## config.mk

```make
export PLATFORM = sky130hd
export DESIGN_NAME = mac_cluster
export DESIGN_NICKNAME = d
export VERILOG_FILES = /design/src/source/mac_pkg.sv /design/src/source/mem_pkg.sv /design/src/source/res_wr_if.sv /design/src/source/serial_mac_engine.sv /design/src/source/op_dispatch.sv /design/src/source/res_wr_arbiter.sv /design/src/source/result_mem.sv /design/src/source/mac_cluster.sv
export VERILOG_INCLUDE_DIRS = /design/src /design/src/include
export SDC_FILE = /design/constraint.sdc
export NUM_CORES = 1
export LEC_CHECK = 0
export ABC_AREA = 1
export ABC_CLOCK_PERIOD_IN_PS = 3580
export BUFFER_PORTS_ARGS = -buffer_cell sky130_fd_sc_hd__buf_4
export CAP_MARGIN = 40
export CORE_UTILIZATION = 50
export DETAILED_ROUTE_END_ITERATION = 8
export GPL_TIMING_DRIVEN = 0
export PLACE_DENSITY = 0.66
export REMOVE_ABC_BUFFERS = 1
export SETUP_SLACK_MARGIN = 0.1
export SYNTH_ARGS = -nofsm -noshare
export SYNTH_HDL_FRONTEND = slang
export SYNTH_SLANG_ARGS = --single-unit
```

## constraint.sdc

```tcl
create_clock -name clk -period 3.58 [get_ports clk]
set_input_delay 0.716 -clock clk [delete_from_list [all_inputs] [get_ports clk]]
set_output_delay 0.716 -clock clk [all_outputs]
set_load 0.02 [all_outputs]
```

## src/include/mac_macros.svh

```systemverilog
`ifndef MAC_MACROS_SVH
`define MAC_MACROS_SVH

// operand width of a, b and c.
`define MAC_OPND_W 8

// slot tag width, also the result memory address width.
`define MAC_TAG_W 4

// number of peer engines behind the dispatcher.
`define MAC_NUM_ENG 2

// serial steps per operation, one per multiplier bit.
`define MAC_STEPS 8

// full result width, high byte plus low byte.
`define MAC_RES_W (2 * `MAC_OPND_W)

`endif

```

## src/source/mac_pkg.sv

```systemverilog
`default_nettype none

`include "mac_macros.svh"

package mac_pkg;

   // ******************************
   // operation request
   // ******************************

   typedef struct packed {
      logic [`MAC_OPND_W-1:0] a;    // multiplier.
      logic [`MAC_OPND_W-1:0] b;    // multiplicand.
      logic [`MAC_OPND_W-1:0] c;    // addend.
      logic [`MAC_TAG_W-1:0]  tag;  // result slot.
   } mac_op_t;

   // ******************************
   // engine states
   // ******************************

   typedef enum logic [1:0] {
      eng_idle  = 2'd0,
      eng_run   = 2'd1,
      eng_write = 2'd2
   } eng_state_t;

endpackage

`default_nettype wire

```

## src/source/mem_pkg.sv

```systemverilog
`default_nettype none

`include "mac_macros.svh"

package mem_pkg;

   // result slot address, same width as the operation tag.
   typedef logic [`MAC_TAG_W-1:0] slot_t;

   typedef struct packed {
      logic [`MAC_OPND_W-1:0] hi;
      logic [`MAC_OPND_W-1:0] lo;
   } result_bytes_t;

   // ******************************
   // stored result word
   // ******************************

   // engines write the whole product, the read port takes the byte halves.
   typedef union packed {
      logic [`MAC_RES_W-1:0] whole;
      result_bytes_t         bytes;
   } result_word_t;

endpackage

`default_nettype wire

```

## src/source/res_wr_if.sv

```systemverilog
`timescale 1ns/1ps
`default_nettype none

interface res_wr_if;

   logic                  valid;  // held until ready.
   logic                  ready;
   mem_pkg::slot_t        slot;
   mem_pkg::result_word_t data;

   modport engine (
      output valid,
      output slot,
      output data,
      input  ready
   );

   modport arbiter (
      input  valid,
      input  slot,
      input  data,
      output ready
   );

endinterface

`default_nettype wire

```

## src/source/serial_mac_engine.sv

```systemverilog
`timescale 1ns/1ps
`default_nettype none

`include "mac_macros.svh"

module serial_mac_engine (
   input  logic             clk,
   input  logic             rst_n,
   input  logic             start,
   input  mac_pkg::mac_op_t op,
   output logic             busy,
   res_wr_if.engine         wr
);

   localparam int cnt_w = $clog2(`MAC_STEPS);
   localparam logic [cnt_w-1:0] last_step = cnt_w'(`MAC_STEPS - 1);

   mac_pkg::eng_state_t    state;
   logic [cnt_w-1:0]       step;

   logic [`MAC_OPND_W-1:0] mcand;
   logic [`MAC_OPND_W-1:0] mplier;
   logic [`MAC_OPND_W-1:0] acc_hi;
   logic [`MAC_OPND_W-1:0] acc_lo;
   logic [`MAC_TAG_W-1:0]  tag_q;
   logic [`MAC_OPND_W:0]   sum;
   mem_pkg::result_word_t  product;

   // ******************************
   // control
   // ******************************

   always_ff @(posedge clk) begin
      if (!rst_n) begin
         state <= mac_pkg::eng_idle;
         step  <= '0;
      end else begin
         case (state)
            mac_pkg::eng_idle: begin
               if (start) begin
                  state <= mac_pkg::eng_run;
                  step  <= '0;
               end
            end
            mac_pkg::eng_run: begin
               step <= step + 1'b1;
               if (step == last_step) begin
                  state <= mac_pkg::eng_write;
               end
            end
            mac_pkg::eng_write: begin
               if (wr.ready) begin  // transfer.
                  state <= mac_pkg::eng_idle;
               end
            end
            default: state <= mac_pkg::eng_idle;
         endcase
      end
   end

   assign busy = (state != mac_pkg::eng_idle);

   // ******************************
   // shift-and-add datapath
   // ******************************

   // add b or zero to the high byte, carry lands in bit 8.
   assign sum = {1'b0, acc_hi} + (mplier[0] ? {1'b0, mcand} : '0);

   always_ff @(posedge clk) begin
      if (state == mac_pkg::eng_idle && start) begin
         mcand  <= op.b;
         mplier <= op.a;
         acc_hi <= op.c;  // addend preloaded, halved out over the steps.
         acc_lo <= '0;
         tag_q  <= op.tag;
      end else if (state == mac_pkg::eng_run) begin
         acc_hi <= sum[`MAC_OPND_W:1];
         acc_lo <= {sum[0], acc_lo[`MAC_OPND_W-1:1]};  // dropped bit into low byte.
         mplier <= mplier >> 1;
      end
   end

   assign product.whole = {acc_hi, acc_lo};

   assign wr.valid = (state == mac_pkg::eng_write);
   assign wr.slot  = tag_q;
   assign wr.data  = product;

endmodule

`default_nettype wire

```

## src/source/op_dispatch.sv

```systemverilog
`timescale 1ns/1ps
`default_nettype none

`include "mac_macros.svh"

module op_dispatch (
   input  logic                    clk,
   input  logic                    rst_n,
   input  logic                    in_valid,
   output logic                    in_ready,
   input  mac_pkg::mac_op_t        in_op,
   input  logic [`MAC_NUM_ENG-1:0] eng_busy,
   output logic [`MAC_NUM_ENG-1:0] eng_start,
   output mac_pkg::mac_op_t        eng_op
);

   localparam int idx_w = (`MAC_NUM_ENG > 1) ? $clog2(`MAC_NUM_ENG) : 1;

   logic [`MAC_NUM_ENG-1:0] idle;
   logic [idx_w-1:0]        sel_idx;
   logic                    any_idle;
   logic                    xfer;

   // busy rises on the start edge, so a started engine is never offered twice.
   assign idle = ~eng_busy;

   // priority encoder, lowest idle engine wins.
   always_comb begin
      any_idle = 1'b0;
      sel_idx  = '0;
      for (int i = `MAC_NUM_ENG - 1; i >= 0; i--) begin
         if (idle[i]) begin
            any_idle = 1'b1;
            sel_idx  = idx_w'(i);
         end
      end
   end

   assign in_ready = rst_n & any_idle;
   assign xfer     = in_valid & in_ready;

   always_comb begin
      eng_start = '0;
      if (xfer) eng_start[sel_idx] = 1'b1;
   end

   assign eng_op = in_op;  // the started engine alone latches the broadcast op.

endmodule

`default_nettype wire

```

## src/source/res_wr_arbiter.sv

```systemverilog
`timescale 1ns/1ps
`default_nettype none

`include "mac_macros.svh"

module res_wr_arbiter (
   input  logic                  clk,
   input  logic                  rst_n,
   res_wr_if.arbiter             req [`MAC_NUM_ENG],
   output logic                  mem_we,
   output mem_pkg::slot_t        mem_slot,
   output mem_pkg::result_word_t mem_data,
   output logic                  done_valid,
   output mem_pkg::slot_t        done_tag
);

   localparam int idx_w = (`MAC_NUM_ENG > 1) ? $clog2(`MAC_NUM_ENG) : 1;

   logic [`MAC_NUM_ENG-1:0] req_v;
   logic [`MAC_NUM_ENG-1:0] gnt;
   mem_pkg::slot_t          req_slot [`MAC_NUM_ENG];
   mem_pkg::result_word_t   req_data [`MAC_NUM_ENG];
   logic [idx_w-1:0]        last_q;
   logic [idx_w-1:0]        gnt_idx;

   // flatten the interface array so it can be indexed at run time.
   for (genvar g = 0; g < `MAC_NUM_ENG; g++) begin : g_flat
      assign req_v[g]     = req[g].valid;
      assign req_slot[g]  = req[g].slot;
      assign req_data[g]  = req[g].data;
      assign req[g].ready = gnt[g];
   end

   // ******************************
   // round-robin grant
   // ******************************

   always_comb begin
      int   idx;
      logic found;
      gnt     = '0;
      gnt_idx = last_q;
      found   = 1'b0;
      for (int i = 1; i <= `MAC_NUM_ENG; i++) begin
         idx = int'(last_q) + i;  // search starts past the last grant.
         if (idx >= `MAC_NUM_ENG) idx = idx - `MAC_NUM_ENG;
         if (req_v[idx] && !found) begin
            found    = 1'b1;
            gnt[idx] = 1'b1;
            gnt_idx  = idx_w'(idx);
         end
      end
   end

   assign mem_we   = |gnt;
   assign mem_slot = req_slot[gnt_idx];
   assign mem_data = req_data[gnt_idx];

   always_ff @(posedge clk) begin
      if (!rst_n) begin
         last_q     <= idx_w'(`MAC_NUM_ENG - 1);  // engine 0 first after reset.
         done_valid <= 1'b0;
      end else begin
         done_valid <= mem_we;
         if (mem_we) last_q <= gnt_idx;
      end
   end

   // tag follows the write into memory.
   always_ff @(posedge clk) begin
      if (mem_we) done_tag <= mem_slot;
   end

endmodule

`default_nettype wire

```

## src/source/result_mem.sv

```systemverilog
`timescale 1ns/1ps
`default_nettype none

`include "mac_macros.svh"

module result_mem (
   input  logic                   clk,
   input  logic                   we,
   input  mem_pkg::slot_t         wr_slot,
   input  mem_pkg::result_word_t  wr_data,
   input  mem_pkg::slot_t         rd_addr,
   output logic [`MAC_OPND_W-1:0] rd_hi,
   output logic [`MAC_OPND_W-1:0] rd_lo
);

   localparam int depth = 1 << `MAC_TAG_W;

   mem_pkg::result_word_t mem [depth];
   mem_pkg::result_word_t rd_q;

   // ******************************
   // write port
   // ******************************

   always_ff @(posedge clk) begin
      if (we) begin
         mem[wr_slot] <= wr_data;
      end
   end

   // ******************************
   // read port
   // ******************************

   always_ff @(posedge clk) begin
      rd_q <= mem[rd_addr];  // one cycle read latency.
   end

   // byte view of the stored word.
   assign rd_hi = rd_q.bytes.hi;
   assign rd_lo = rd_q.bytes.lo;

endmodule

`default_nettype wire

```

## src/source/mac_cluster.sv

```systemverilog
`timescale 1ns/1ps
`default_nettype none

`include "mac_macros.svh"

module mac_cluster (
   input  logic                   clk,
   input  logic                   rst_n,
   input  logic                   in_valid,
   output logic                   in_ready,
   input  logic [`MAC_OPND_W-1:0] a,
   input  logic [`MAC_OPND_W-1:0] b,
   input  logic [`MAC_OPND_W-1:0] c,
   input  logic [`MAC_TAG_W-1:0]  tag,
   output logic                   done_valid,
   output mem_pkg::slot_t         done_tag,
   input  mem_pkg::slot_t         rd_addr,
   output logic [`MAC_OPND_W-1:0] rd_hi,
   output logic [`MAC_OPND_W-1:0] rd_lo
);

   mac_pkg::mac_op_t        in_op;
   mac_pkg::mac_op_t        eng_op;
   logic [`MAC_NUM_ENG-1:0] eng_busy;
   logic [`MAC_NUM_ENG-1:0] eng_start;
   logic                    mem_we;
   mem_pkg::slot_t          mem_slot;
   mem_pkg::result_word_t   mem_data;

   assign in_op = '{a: a, b: b, c: c, tag: tag};

   op_dispatch u_dispatch (
      .clk       (clk),
      .rst_n     (rst_n),
      .in_valid  (in_valid),
      .in_ready  (in_ready),
      .in_op     (in_op),
      .eng_busy  (eng_busy),
      .eng_start (eng_start),
      .eng_op    (eng_op)
   );

   // ******************************
   // engines and write buses
   // ******************************

   res_wr_if wr_bus [`MAC_NUM_ENG] ();

   for (genvar g = 0; g < `MAC_NUM_ENG; g++) begin : g_eng
      serial_mac_engine u_eng (
         .clk   (clk),
         .rst_n (rst_n),
         .start (eng_start[g]),
         .op    (eng_op),
         .busy  (eng_busy[g]),
         .wr    (wr_bus[g].engine)
      );
   end

   res_wr_arbiter u_arb (
      .clk        (clk),
      .rst_n      (rst_n),
      .req        (wr_bus),
      .mem_we     (mem_we),
      .mem_slot   (mem_slot),
      .mem_data   (mem_data),
      .done_valid (done_valid),
      .done_tag   (done_tag)
   );

   result_mem u_mem (
      .clk     (clk),
      .we      (mem_we),
      .wr_slot (mem_slot),
      .wr_data (mem_data),
      .rd_addr (rd_addr),
      .rd_hi   (rd_hi),
      .rd_lo   (rd_lo)
   );

endmodule

`default_nettype wire

```

==> out/qor.csv <==
metric,value,unit
Peak VDD IR,0.331,mV
number of sinks driven by the clock tree,360,
slew of the pin with the lowest slew margin,0.887,ns
pin count of the biggest net entering global routing,147,
synth cell count leaders,"nand2_1, edfxtp_1, inv_1",
post-layout minimum cycle time,2.88,ns
port buffer count,56,
fraction of final layout cells with drive strength greater than 1,11.3,%
number of buffers added by the clock tree synthesis step,39,
endpoint arrival time on the critical path,3.11,ns
number of cells in the finished layout apart from fillers,1883,
wire length of the first global-routing pass,52.1,mm
global-route usage over all layers,21.9,%
Post-CTS Setup Repair Bufs,0,
final count of hold timing violations,0,
proportion of register bits with asynchronous set or reset after synthesis,0,%
maximum clock frequency,347,MHz
most frequently used cell type in the post-synthesis netlist,nand2_1,
post-synthesis to final-layout area growth,15.7,%
Site Rows,63,
multi-input logic area,3770,sq um
"area leader, netlist",edfxtp_1,
capturing element type of the critical path,flip-flop,
remaining global-route overflow,0,
warning count from the yosys run,0,
max-slew violation total from the final report,0,
leading register cell type out of synthesis,edfxtp_1,
starting density of the core,51.3,%
Root Driver,clkbuf_16,
Final HPWL DP,20.3,mm
number of global-route vias before repair,9728,
fin area,17700,sq um
path type of the worst min-delay path,input port to flip-flop,
Setup-failing EPs final,0,
Post-Syn Area,15300,sq um
number of maximum-capacitance constraint violations,0,
CP Cell Sequence,inv_2 > nand2_1 > nand2_1 > nand2_2 > nand2_1 > o21ai_1 > nand3_1 > nor2_2 > buf_6,
post-synthesis cell type count,27,
Yosys top cell area share,61.9,%
routed via count,9993,
clock latency reported for the late side of the worst-skew pair,0.53,ns
placed cell areas,16400,sq um
Pre-Repair DR Iteration Count,5,
sequential cell area,10400,sq um
result of the run,completed,
worst clock skew on the final layout,0.0193,ns
mean area per synthesized cell,10.9,sq um
fill cell total of the finished layout,2405,
diode count,0,
average wire per standard cell,17.7,microns
clk buf depth,3,
antenna violations before repair,0,
#FFs+latches synth,360,
# hold bufs at CTS,0,
kind of start point of the critical path,flip-flop,
number of routed nets with antenna violations,0,
critical path type,flip-flop to flip-flop,
post_cts resized,0,
unrepaired setup endpoints after global routing,false,
final worst hold slack,0.382,ns
Post-Syn Instances,1400,
share of synthesized area occupied by flip-flops and latches,67.7,%
initial DRC count,1021,
net total in the final layout,1520,
required time at the worst-slack endpoint,3.81,ns
gp weighted congestion,0.794,
deepest level of the CTS H-tree,2,
maximum single-stage delay on the critical path,0.72,ns
post-DR vias/cell,5.31,
clk slew on worst S/H paths,0.06,ns
Placed Cells incl. Taps,1812,
Critical Path Slowest Stage Cell,nor2_2,
number of flops mapped to enable cells by yosys,316,
power density normalized to cell area,538,nW/um^2
Leak,7.21,nW
CTS tree,done,
most frequent cell on the critical path,nand2_1,
Die Area,31400,sq um
final critical-path share of the clock period,80.5,%
number of primary I/O pins,57,
die width,177,microns
remaining routing DRC violations,0,
"critical path fanouts, max",34,
Slew HR,40.8,%
"top cells by area, synth","edfxtp_1, nand2_1, dfxtp_1",
Die Y,177,microns
core footprint,29900,sq um
routed wire length,33.4,mm
-- critical path, delay by kind of cell (launching register included) --
| family | cells | cell delay, ns |
|---|---|---|
| AND/OR/NAND/NOR | 6 | 1.69 |
| flip-flops | 1 | 0.37 |
| buffers and inverters | 2 | 0.31 |
| AO/OA/AOI/OAI | 1 | 0.21 |
-- power breakdown --
group	internal (mW)	switching, mW	leakage, nW
sequential	4.67	0.0370	3.17
combinational	0.228	0.421	3.40
clock	2.60	1.57	0.641
-- layout by cell type, fill, tap and decap left out, types with 5 or more instances in the layout --
cell type  Yosys  final
clkbuf_16      0     40
ha_1          20     20
nand3_1      119    119
edfxtp_1     316    316
o211ai_1      83     83
nor2_1        32     16
buf_4         10     62
clkinv_1       4      5
o21ai_1        1      9
o21ai_0       87     79
a21oi_1       66     66
inv_1        222    221
buf_16         0      6
dfxtp_1       44     44
nor2_2         0     16
bufinv_16      0      7
buf_6          8      7
nand2_1      318    318
buf_8          0     13
clkbuf_1      26     18
-- metal layers --
metal | track usage, % | vias up | part of all wire (%)
li1 | - | 4878 | -
met1 | 29.0 | 4689 | 42
met2 | 36.7 | 351 | 48
met3 | 3.11 | 75 | 6.4
met4 | 7.90 | 0 | 2.8
met5 | 0 | - | 0
-- path summary, 6_finish.rpt --
path,from,cells past startpoint,to,slack (ns)
worst min-delay path,b[4],1,g_eng[1].u_eng.mcand[4],0.38
worst max-delay path,g_eng[0].u_eng.state[0],9,u_mem.mem[12][8],0.70
worst min register to register,g_eng[0].u_eng.step[0],1,g_eng[0].u_eng.step[0],0.46
worst max register to register,g_eng[0].u_eng.state[0],9,u_mem.mem[12][8],0.70
-- cells by family after synthesis --
| family | count (synthesis) | synth area share, % |
|---|---|---|
| and+or+nand+nor | 482 | 13.1 |
| buffers and inverters | 294 | 7.97 |
| AOI/OAI and AO/OA | 238 | 9.15 |
| DFF | 360 | 67.7 |
| xor gates and xnor gates | 4 | 0.229 |
| adders and majority gates | 22 | 1.89 |
-- sequential cells by signal, summed over array words and instances, names as in the netlist --
register             count
g_eng.u_eng.mcand       16
g_eng.u_eng.state        4
g_eng.u_eng.wr.slot      8
u_arb.done_valid         1
g_eng.u_eng.mplier      16
u_mem.mem              256
u_mem.rd_q              16
g_eng.u_eng.acc_hi      16
u_arb.last_q             1
u_arb.done_tag           4
g_eng.u_eng.acc_lo      16
g_eng.u_eng.step         6
-- final cells by class --
cell class	count	share of cell area (%)
Timing Repair Buffer	88	5.10
Clock inverter	12	1.40
Clock buffer	59	6.11
Tap cell	390	2.75
Sequential cell	360	58.5
Inverter	228	4.83
Multi-Input combinational cell	746	21.3
-- metrics by stage --
step                      utilization, %  power [mW]  setup TNS (ns)  worst slack [ns]
after floorplan                        -        5.15               0              1.07
after global placement              53.1        5.40           -6.98            -0.276
after detailed placement            54.9        5.44               0             0.586
after CTS                           59.3        9.59               0             0.729
after global routing                59.3        9.85               0             0.539
final                               59.3        9.53               0             0.698
No activity file was read; power rests on OpenSTA's default activity.
